File: src/design/cpu_defs.svh
`ifndef CPU_DEFS_SVH
`define CPU_DEFS_SVH

// Width of a data word and of the shared bus.
`define DATA_W 32

// General registers; R0 reads as zero.
`define REG_COUNT 16

// One restoring step per quotient bit.
`define DIV_STEPS 32

`endif

File: src/design/isaPkg.sv
package isaPkg;

    // Opcodes live in IR[31:27]. Any other code stops the core like HALT.
    typedef enum logic [4:0] {
        ADD  = 5'd0,
        SUB  = 5'd1,
        AND  = 5'd2,
        OR   = 5'd3,
        SHL  = 5'd4,
        SHR  = 5'd5,
        MUL  = 5'd6,
        DIV  = 5'd7,
        ADDI = 5'd8,
        MFHI = 5'd9,
        MFLO = 5'd10,
        ST   = 5'd11,
        HALT = 5'd12
    } opcodeT;

    // Instruction field positions.
    localparam int opLsb  = 27;
    localparam int opW    = 5;
    localparam int raLsb  = 23;  // Register fields are 4 bits wide.
    localparam int rbLsb  = 19;
    localparam int rcLsb  = 15;
    localparam int immLsb = 0;
    localparam int immW   = 15;  // Signed immediate.

endpackage

File: src/design/ctrlPkg.sv
package ctrlPkg;

    // Micro-steps of the sequencer.
    typedef enum logic [3:0] {
        IDLE,
        T0,
        T1,
        T2,
        T3,
        T4,
        T5,
        T6,
        T7,
        HALTED
    } seqStateT;

    // Which source drives the shared bus.
    typedef enum logic [3:0] {
        NONE,
        REG,
        PC,
        MDR,
        IMM,
        ZLOW,
        ZHIGH,
        HI,
        LO
    } busSrcT;

endpackage

File: src/design/seqDecode.sv
`include "cpu_defs.svh"

module seqDecode (
    input  logic                          clk,
    input  logic                          rstN,
    input  logic [`DATA_W-1:0]            bus,
    input  logic                          divDone,
    output ctrlPkg::busSrcT               busSel,
    output logic [$clog2(`REG_COUNT)-1:0] regSel,
    output logic                          pcIn,
    output logic                          marIn,
    output logic                          mdrIn,
    output logic                          irIn,
    output logic                          yIn,
    output logic                          zIn,
    output logic                          hiIn,
    output logic                          loIn,
    output logic                          regIn,
    output isaPkg::opcodeT                aluOp,
    output logic [isaPkg::immW-1:0]       imm,
    output logic                          memRead,
    output logic                          memWrite,
    output logic                          halted
);
    import isaPkg::*;
    import ctrlPkg::*;

    localparam int selW = $clog2(`REG_COUNT);

    logic [`DATA_W-1:0] ir;
    seqStateT           state;
    seqStateT           nextState;
    opcodeT             op;
    logic [selW-1:0]    ra;
    logic [selW-1:0]    rb;
    logic [selW-1:0]    rc;
    logic               isHalt;
    logic               needT7;

    always_ff @(posedge clk) begin
        if (irIn) begin
            ir <= bus;
        end
    end

    assign op  = opcodeT'(ir[opLsb +: opW]);
    assign ra  = ir[raLsb +: selW];
    assign rb  = ir[rbLsb +: selW];
    assign rc  = ir[rcLsb +: selW];
    assign imm = ir[immLsb +: immW];

    always_comb begin
        case (op)
            ADD, SUB, AND, OR, SHL, SHR, MUL, DIV, ADDI, MFHI, MFLO, ST: isHalt = 1'b0;
            default: isHalt = 1'b1;  // Unknown codes stop the core too.
        endcase
    end

    assign needT7 = (op == MUL) || (op == DIV) || (op == ST);

    always_ff @(posedge clk or negedge rstN) begin
        if (!rstN) begin
            state <= IDLE;
        end else begin
            state <= nextState;
        end
    end

    always_comb begin
        case (state)
            IDLE:    nextState = T0;
            T0:      nextState = T1;
            T1:      nextState = T2;
            T2:      nextState = T3;
            T3:      nextState = T4;
            T4:      nextState = isHalt ? HALTED : T5;
            T5:      nextState = divDone ? T6 : T5;  // Divider holds us here.
            T6:      nextState = needT7 ? T7 : T0;
            T7:      nextState = T0;
            default: nextState = HALTED;
        endcase
    end

    always_comb begin
        busSel   = NONE;
        regSel   = ra;
        pcIn     = 1'b0;
        marIn    = 1'b0;
        mdrIn    = 1'b0;
        irIn     = 1'b0;
        yIn      = 1'b0;
        zIn      = 1'b0;
        hiIn     = 1'b0;
        loIn     = 1'b0;
        regIn    = 1'b0;
        aluOp    = HALT;  // Non-ALU code makes the ALU increment the bus.
        memRead  = 1'b0;
        memWrite = 1'b0;
        case (state)
            T0: begin  // PC to MAR, PC + 1 into Z.
                busSel = PC;
                marIn  = 1'b1;
                zIn    = 1'b1;
            end
            T1: begin
                busSel  = ZLOW;
                pcIn    = 1'b1;
                memRead = 1'b1;
            end
            T2: mdrIn = 1'b1;  // Fetched word arrives now.
            T3: begin
                busSel = MDR;
                irIn   = 1'b1;
            end
            T4: begin
                busSel = REG;
                yIn    = 1'b1;
            end
            T5: begin
                busSel = (op == ADDI) ? IMM : REG;
                regSel = rb;
                aluOp  = op;
                zIn    = 1'b1;  // Held high so Z takes the final quotient.
            end
            T6: begin
                regSel = rc;
                case (op)
                    MFHI: begin
                        busSel = HI;
                        regIn  = 1'b1;
                    end
                    MFLO: begin
                        busSel = LO;
                        regIn  = 1'b1;
                    end
                    ST: begin  // Store address goes to MAR.
                        busSel = IMM;
                        marIn  = 1'b1;
                    end
                    MUL, DIV: begin
                        busSel = ZLOW;
                        loIn   = 1'b1;
                    end
                    default: begin
                        busSel = ZLOW;
                        regIn  = 1'b1;
                    end
                endcase
            end
            T7: begin
                if (op == ST) begin
                    busSel   = REG;
                    memWrite = 1'b1;
                end else begin
                    busSel = ZHIGH;
                    hiIn   = 1'b1;
                end
            end
            default: ;
        endcase
    end

    assign halted = (state == HALTED);

endmodule

File: src/design/busDatapath.sv
`include "cpu_defs.svh"

module busDatapath (
    input  logic                          clk,
    input  logic                          rstN,
    input  ctrlPkg::busSrcT               busSel,
    input  logic [$clog2(`REG_COUNT)-1:0] regSel,
    input  logic                          pcIn,
    input  logic                          marIn,
    input  logic                          mdrIn,
    input  logic                          yIn,
    input  logic                          regIn,
    input  logic [`DATA_W-1:0]            memData,
    input  logic [`DATA_W-1:0]            zLow,
    input  logic [`DATA_W-1:0]            zHigh,
    input  logic [`DATA_W-1:0]            hi,
    input  logic [`DATA_W-1:0]            lo,
    input  logic [isaPkg::immW-1:0]       imm,
    output logic [`DATA_W-1:0]            bus,
    output logic [`DATA_W-1:0]            yVal,
    output logic [`DATA_W-1:0]            memAddr
);
    import ctrlPkg::*;

    localparam int immBits = $bits(imm);

    logic [`DATA_W-1:0] regFile [`REG_COUNT];
    logic [`DATA_W-1:0] regRead;
    logic [`DATA_W-1:0] immExt;
    logic [`DATA_W-1:0] pc;
    logic [`DATA_W-1:0] mar;
    logic [`DATA_W-1:0] mdr;
    logic [`DATA_W-1:0] y;

    assign regRead = (regSel == '0) ? '0 : regFile[regSel];  // R0 is hardwired zero.
    assign immExt  = {{(`DATA_W - immBits){imm[immBits-1]}}, imm};

    always_ff @(posedge clk) begin
        if (regIn && (regSel != '0)) begin
            regFile[regSel] <= bus;
        end
    end

    always_ff @(posedge clk or negedge rstN) begin
        if (!rstN) begin
            pc  <= '0;  // First fetch is from address 0.
            mar <= '0;
        end else begin
            if (pcIn) begin
                pc <= bus;
            end
            if (marIn) begin
                mar <= bus;
            end
        end
    end

    always_ff @(posedge clk) begin
        if (mdrIn) begin
            mdr <= memData;
        end
        if (yIn) begin
            y <= bus;
        end
    end

    // One source at a time on the bus.
    always_comb begin
        case (busSel)
            REG:     bus = regRead;
            PC:      bus = pc;
            MDR:     bus = mdr;
            IMM:     bus = immExt;
            ZLOW:    bus = zLow;
            ZHIGH:   bus = zHigh;
            HI:      bus = hi;
            LO:      bus = lo;
            default: bus = '0;
        endcase
    end

    assign yVal    = y;
    assign memAddr = mar;

endmodule

File: src/design/aluExec.sv
`include "cpu_defs.svh"

module aluExec (
    input  logic                   clk,
    input  logic                   rstN,
    input  isaPkg::opcodeT         aluOp,
    input  logic [`DATA_W-1:0]     yVal,
    input  logic [`DATA_W-1:0]     bus,
    input  logic                   zIn,
    output logic [2*`DATA_W-1:0]   result,
    output logic                   divDone
);
    import isaPkg::*;

    localparam int cntW = $clog2(`DIV_STEPS + 1);
    localparam int shW  = $clog2(`DATA_W);

    logic               divBusy;
    logic [cntW-1:0]    divCount;
    logic               divStart;
    logic               divStep;
    logic [`DATA_W-1:0] quo;  // Dividend bits shift out as quotient bits shift in.
    logic [`DATA_W-1:0] rem;
    logic [`DATA_W-1:0] divisor;
    logic               negQuo;
    logic               negRem;
    logic               divZero;
    logic [`DATA_W:0]   trial;
    logic [`DATA_W-1:0] quoOut;
    logic [`DATA_W-1:0] remOut;

    assign divStart = zIn && (aluOp == DIV) && !divBusy;
    assign divStep  = divBusy && (divCount != cntW'(`DIV_STEPS));
    assign divDone  = (aluOp != DIV) || (divBusy && (divCount == cntW'(`DIV_STEPS)));

    // Bit DATA_W of the trial difference is set when the divisor did not fit.
    assign trial = {rem, quo[`DATA_W-1]} - {1'b0, divisor};

    always_ff @(posedge clk or negedge rstN) begin
        if (!rstN) begin
            divBusy  <= 1'b0;
            divCount <= '0;
        end else if (divStart) begin
            divBusy  <= 1'b1;
            divCount <= '0;
        end else if (divBusy) begin
            divBusy  <= divStep;  // Drops on the done cycle.
            divCount <= divCount + 1'b1;
        end
    end

    always_ff @(posedge clk) begin
        if (divStart) begin  // Work on magnitudes and keep the signs aside.
            quo     <= yVal[`DATA_W-1] ? -yVal : yVal;
            divisor <= bus[`DATA_W-1] ? -bus : bus;
            rem     <= '0;
            negQuo  <= yVal[`DATA_W-1] ^ bus[`DATA_W-1];
            negRem  <= yVal[`DATA_W-1];
            divZero <= (bus == '0);
        end else if (divStep) begin
            if (!trial[`DATA_W]) begin
                rem <= trial[`DATA_W-1:0];
                quo <= {quo[`DATA_W-2:0], 1'b1};
            end else begin
                rem <= {rem[`DATA_W-2:0], quo[`DATA_W-1]};
                quo <= {quo[`DATA_W-2:0], 1'b0};
            end
        end
    end

    assign quoOut = divZero ? '1 : (negQuo ? -quo : quo);
    assign remOut = negRem ? -rem : rem;  // Remainder follows the dividend.

    always_comb begin
        case (aluOp)
            ADD, ADDI: result = {{`DATA_W{1'b0}}, yVal + bus};
            SUB:       result = {{`DATA_W{1'b0}}, yVal - bus};
            AND:       result = {{`DATA_W{1'b0}}, yVal & bus};
            OR:        result = {{`DATA_W{1'b0}}, yVal | bus};
            SHL:       result = {{`DATA_W{1'b0}}, yVal << bus[shW-1:0]};
            SHR:       result = {{`DATA_W{1'b0}}, yVal >> bus[shW-1:0]};
            MUL:       result = $signed(yVal) * $signed(bus);
            DIV:       result = {remOut, quoOut};
            default:   result = {{`DATA_W{1'b0}}, bus + `DATA_W'(1)};  // PC increment.
        endcase
    end

endmodule

File: src/design/resultRegs.sv
`include "cpu_defs.svh"

module resultRegs (
    input  logic                 clk,
    input  logic                 rstN,
    input  logic                 zIn,
    input  logic                 hiIn,
    input  logic                 loIn,
    input  logic [2*`DATA_W-1:0] result,
    input  logic [`DATA_W-1:0]   bus,
    output logic [`DATA_W-1:0]   zLow,
    output logic [`DATA_W-1:0]   zHigh,
    output logic [`DATA_W-1:0]   hi,
    output logic [`DATA_W-1:0]   lo
);

    logic [2*`DATA_W-1:0] z;

    // Z catches the full ALU result, including the upper half of MUL and DIV.
    always_ff @(posedge clk) begin
        if (zIn) begin
            z <= result;
        end
    end

    always_ff @(posedge clk or negedge rstN) begin
        if (!rstN) begin
            hi <= '0;
            lo <= '0;
        end else begin
            if (hiIn) begin
                hi <= bus;  // Remainder or upper product.
            end
            if (loIn) begin
                lo <= bus;
            end
        end
    end

    assign zLow  = z[`DATA_W-1:0];
    assign zHigh = z[2*`DATA_W-1:`DATA_W];

endmodule

File: src/design/cpuCore.sv
`include "cpu_defs.svh"

module cpuCore (
    input  logic               clk,
    input  logic               rstN,
    input  logic [`DATA_W-1:0] memData,
    output logic [`DATA_W-1:0] memAddr,
    output logic               memRead,
    output logic               memWrite,
    output logic [`DATA_W-1:0] memWdata,
    output logic               halted
);
    import isaPkg::*;
    import ctrlPkg::*;

    busSrcT                        busSel;
    logic [$clog2(`REG_COUNT)-1:0] regSel;
    logic                          pcIn;
    logic                          marIn;
    logic                          mdrIn;
    logic                          irIn;
    logic                          yIn;
    logic                          zIn;
    logic                          hiIn;
    logic                          loIn;
    logic                          regIn;
    opcodeT                        aluOp;
    logic [immW-1:0]               imm;
    logic                          divDone;
    logic [`DATA_W-1:0]            bus;
    logic [`DATA_W-1:0]            yVal;
    logic [2*`DATA_W-1:0]          result;
    logic [`DATA_W-1:0]            zLow;
    logic [`DATA_W-1:0]            zHigh;
    logic [`DATA_W-1:0]            hi;
    logic [`DATA_W-1:0]            lo;

    seqDecode seq0 (
        .clk(clk), .rstN(rstN), .bus(bus), .divDone(divDone),
        .busSel(busSel), .regSel(regSel),
        .pcIn(pcIn), .marIn(marIn), .mdrIn(mdrIn), .irIn(irIn), .yIn(yIn),
        .zIn(zIn), .hiIn(hiIn), .loIn(loIn), .regIn(regIn),
        .aluOp(aluOp), .imm(imm),
        .memRead(memRead), .memWrite(memWrite), .halted(halted)
    );

    busDatapath dp0 (
        .clk(clk), .rstN(rstN), .busSel(busSel), .regSel(regSel),
        .pcIn(pcIn), .marIn(marIn), .mdrIn(mdrIn), .yIn(yIn), .regIn(regIn),
        .memData(memData), .zLow(zLow), .zHigh(zHigh), .hi(hi), .lo(lo), .imm(imm),
        .bus(bus), .yVal(yVal), .memAddr(memAddr)
    );

    aluExec alu0 (
        .clk(clk), .rstN(rstN), .aluOp(aluOp), .yVal(yVal), .bus(bus), .zIn(zIn),
        .result(result), .divDone(divDone)
    );

    resultRegs res0 (
        .clk(clk), .rstN(rstN), .zIn(zIn), .hiIn(hiIn), .loIn(loIn),
        .result(result), .bus(bus),
        .zLow(zLow), .zHigh(zHigh), .hi(hi), .lo(lo)
    );

    assign memWdata = bus;  // Stores put R[ra] on the bus.

endmodule

File: config.mk
export PLATFORM = sky130hd
export DESIGN_NAME = cpuCore
export DESIGN_NICKNAME = d
export VERILOG_FILES = /design/src/design/isaPkg.sv /design/src/design/ctrlPkg.sv /design/src/design/seqDecode.sv /design/src/design/busDatapath.sv /design/src/design/aluExec.sv /design/src/design/resultRegs.sv /design/src/design/cpuCore.sv
export VERILOG_INCLUDE_DIRS = /design/src /design/src/design
export SDC_FILE = /design/constraint.sdc
export NUM_CORES = 2
export LEC_CHECK = 0
export BUFFER_PORTS_ARGS = -buffer_cell sky130_fd_sc_hd__buf_4
export CAP_MARGIN = 20
export CORE_MARGIN = 1
export CORE_UTILIZATION = 61
export DETAILED_ROUTE_END_ITERATION = 12
export PLACE_DENSITY_LB_ADDON = 0.25
export SYNTH_ARGS = -nofsm -noshare
export SYNTH_HDL_FRONTEND = slang
export SYNTH_SLANG_ARGS = --single-unit
File: constraint.sdc
create_clock -name clk -period 21.6 [get_ports clk]
set_input_delay 2.16 -clock clk [delete_from_list [all_inputs] [get_ports clk]]
set_output_delay 2.16 -clock clk [all_outputs]
set_load 0.01 [all_outputs]
==> impl_metrics.json <==
{
  "drc_errors": 0,
  "cpPeakStageDelay_ns": 0.91,
  "async_flop_share": 0.153,
  "min_to": "res0.hi[31]",
  "met1Wirelength_um": 102000,
  "multi_input_area_um2": 51400,
  "grt.overflow.total": 0,
  "regArea_um2": 26300,
  "status": "finished, final reports clean",
  "hold_buffers": 0,
  "place_hpwl_um": 193000,
  "cts_made_buffers": 96,
  "nets": 9268,
  "antenna_found_initial": 12,
  "cp-start-kind": "flop",
  "r2r-start": "seq0.state[0]",
  "path_common_cell": "fa_1",
  "die_area_um2": 138000,
  "reg2reg_to": "res0.z[62]",
  "drv_cap": 0,
  "grt_pass1_wl_um": 411000,
  "die_w_um": 372,
  "crit_required_ns": 22.02,
  "fill_cells": 10400,
  "finalSetupViolCount": 0,
  "synth-main-ff-cell": "edfxtp_1",
  "cpMaxStageDelayCell": "or4_2",
  "die_h_um": 372,
  "vias": 63100,
  "drive_gt1_frac": 0.0848,
  "wire_per_inst_um": 28.4,
  "hold_viol_final": 0,
  "ios": 101,
  "arrival_ns": 13.74,
  "worst_pin_slew_ns": 1.20,
  "critPathMaxFanout": 56,
  "timing.final.crit_share": 0.617,
  "synthesis.area_um2": 83500,
  "holdWs_ns": 0.465,
  "wl_met3_um": 30900,
  "place.gp.congestion": 1.03,
  "core_um2": 136000,
  "wl_um": 277000,
  "rsz0062_at_grt": "false",
  "area_growth_pct": 7.31,
  "holdPathStages": 2,
  "hold_class": "reg2reg",
  "met2_length_um": 125000,
  "grt_usage": 0.406,
  "firstDrtPassIters": 7,
  "synth_edf_count": 739,
  "end_kind": "flop",
  "crit_type": "reg2reg",
  "h-tree-depth": 3,
  "clock.fmax_mhz": 75.1,
  "start_util": 0.616,
  "clockRootBuffer": "clkbuf_16",
  "syn_avg_cell_area_um2": 10.5,
  "cts_max_path_buffers": 3,
  "clock_sinks": 911,
  "rr_worst_depth": 38,
  "post_cts_buffers": 0,
  "ant_nets": 0,
  "top_layer_used": "met5",
  "portBuffers": 100,
  "min_from": "res0.z[63]",
  "vias_per_cell": 6.46,
  "layout.cells.most_common": "fa_1",
  "seq_area_frac_synth": 0.315,
  "drt-initial-drc-count": 7934,
  "grt_pass1_vias": 64900,
  "final_max_slew_viol_count": 0,
  "slew_headroom": 0.194,
  "layout_common_cells": "1084 x fa_1, 1078 x inv_1, 906 x nand2_1",
  "ys.warnings.count": 0,
  "cts_tree": "built",
  "clk_latency_ns": 0.76,
  "ys_ff_latch": 911,
  "rows": 135,
  "yosys.cell_types.count": 119,
  "fin_tns_setup_ns": 0,
  "fin_skew_ns": 0.0736,
  "synthCells": 7986,
  "ff2ff_setup_slack_ns": 8.28,
  "cts_resized": 0,
  "clk_pin_slew_ns": 0.06,
  "grt_start_max_net_pins": 112,
  "fin_crit_ns": 13.32
}
cell families (layout without fill, tap and decap cells):
family	Yosys count	after routing	share of synthesized area
xor+xnor	290	290	0.0305
simple gates	2067	2067	0.120
mux	441	441	0.0549
flops	911	911	0.315
compound gates	1325	1325	0.104
buf+inv	1607	1561	0.0759
other cells	1	38	0.0000449
fa+ha+maj	1344	1344	0.299
through the flow:
step | util | worst slack (ns) | area [um2] | instances
global placement | 0.636 | 8.66 | 86300 | 9571
CTS | 0.660 | 8.48 | 89600 | 9750
global route | 0.661 | 7.76 | 89600 | 9753
detailed placement | 0.636 | 8.55 | 86300 | 9571
floorplan | - | 10.82 | 83600 | 8017
finish | 0.661 | 8.28 | 89600 | 9758
layer usage:
metal / vias to the layer above / GRT usage
li1: 26300 / -
met2: 4021 / 0.627
met4: 10 / 0.240
met3: 955 / 0.0917
met1: 31700 / 0.527
met5: - / 0
Yosys cell counts, types with 16 or more instances:
cell type  count  area share
buf_1         44      0.0020
o41ai_1       53      0.0056
or3_1         41      0.0031
a21o_1        50      0.0045
mux2_2        93       0.013
or4_1         16      0.0014
nand2b_1      39      0.0029
xor2_1       118       0.012
o21ai_0      250       0.015
nand2_1      906       0.041
nand3_1       82      0.0049
fa_1        1084        0.26
and2_1       262       0.020
a211oi_1      36      0.0032
xnor2_1      171       0.018
nor2_1       279       0.013
o211ai_1      27      0.0024
o22ai_1       81      0.0061
inv_1       1078       0.048
a22oi_1       46      0.0041
o31ai_1       31      0.0028
nor4_1        30      0.0022
nand4_1       31      0.0023
dfrtp_1      139       0.042
a21oi_1      458       0.027
buf_2         79      0.0047
edfxtp_1     739        0.27
nor2b_1      245       0.018
mux2i_1      340       0.041
clkbuf_1     357       0.016
and3_1        21      0.0016
dfxtp_1       33      0.0079
o21a_1        24      0.0022
a221oi_1      24      0.0025
nor3_1        51      0.0031
o2111ai_1     43      0.0045
ha_1         260       0.039
a31oi_1       29      0.0022
buf_4         27      0.0024
state kept, by name, summed over array words and instances, names as in the netlist, 6 cells and up, named ones only:
signal         flops
dp0.mdr           32
seq0.ir           32
res0.z            64
dp0.regFile      512
res0.hi           32
alu0.divCount      6
alu0.rem          32
dp0.pc            32
alu0.quo          32
alu0.divisor      32
res0.lo           32
dp0.memAddr       32
dp0.yVal          32
cell type report:
class | count | share of cell area
clock inverters | 62 | 0.00801
repair buffers | 296 | 0.0258
inverters | 1086 | 0.0455
clock buffers | 117 | 0.0281
multi-input cells | 5499 | 0.574
well taps | 1781 | 0.0249
flip-flops and latches | 911 | 0.294
diodes | 6 | 0.000168
worst max-delay path: cells and delay by family, from the launching register on:
| kind | cells | cell delay, ns |
|---|---|---|
| AOI/OAI and AO/OA | 13 | 3.34 |
| xor gates and xnor gates | 1 | 0.16 |
| adders and majority gates | 9 | 4.35 |
| buffers and inverters | 8 | 1.64 |
| DFF | 1 | 0.86 |
| muxes | 1 | 0.49 |
| and+or+nand+nor | 6 | 2.06 |
worst max path at each step:
stage	from	end	slack [ns]	cells after the start
after detailed placement	seq0.state[0]	res0.z[62]	8.55	38
after global routing	seq0.state[0]	res0.z[62]	7.76	36
final	seq0.state[0]	res0.z[62]	8.28	38
after CTS	seq0.state[0]	res0.z[62]	8.48	38
after floorplan	seq0.state[2]	res0.z[62]	10.82	34
after global placement	seq0.state[0]	res0.z[62]	8.66	38
Power is left out: the tool's default activity adds up to more than one toggle a clock period on the data nets, which glitch-free logic cannot reach.
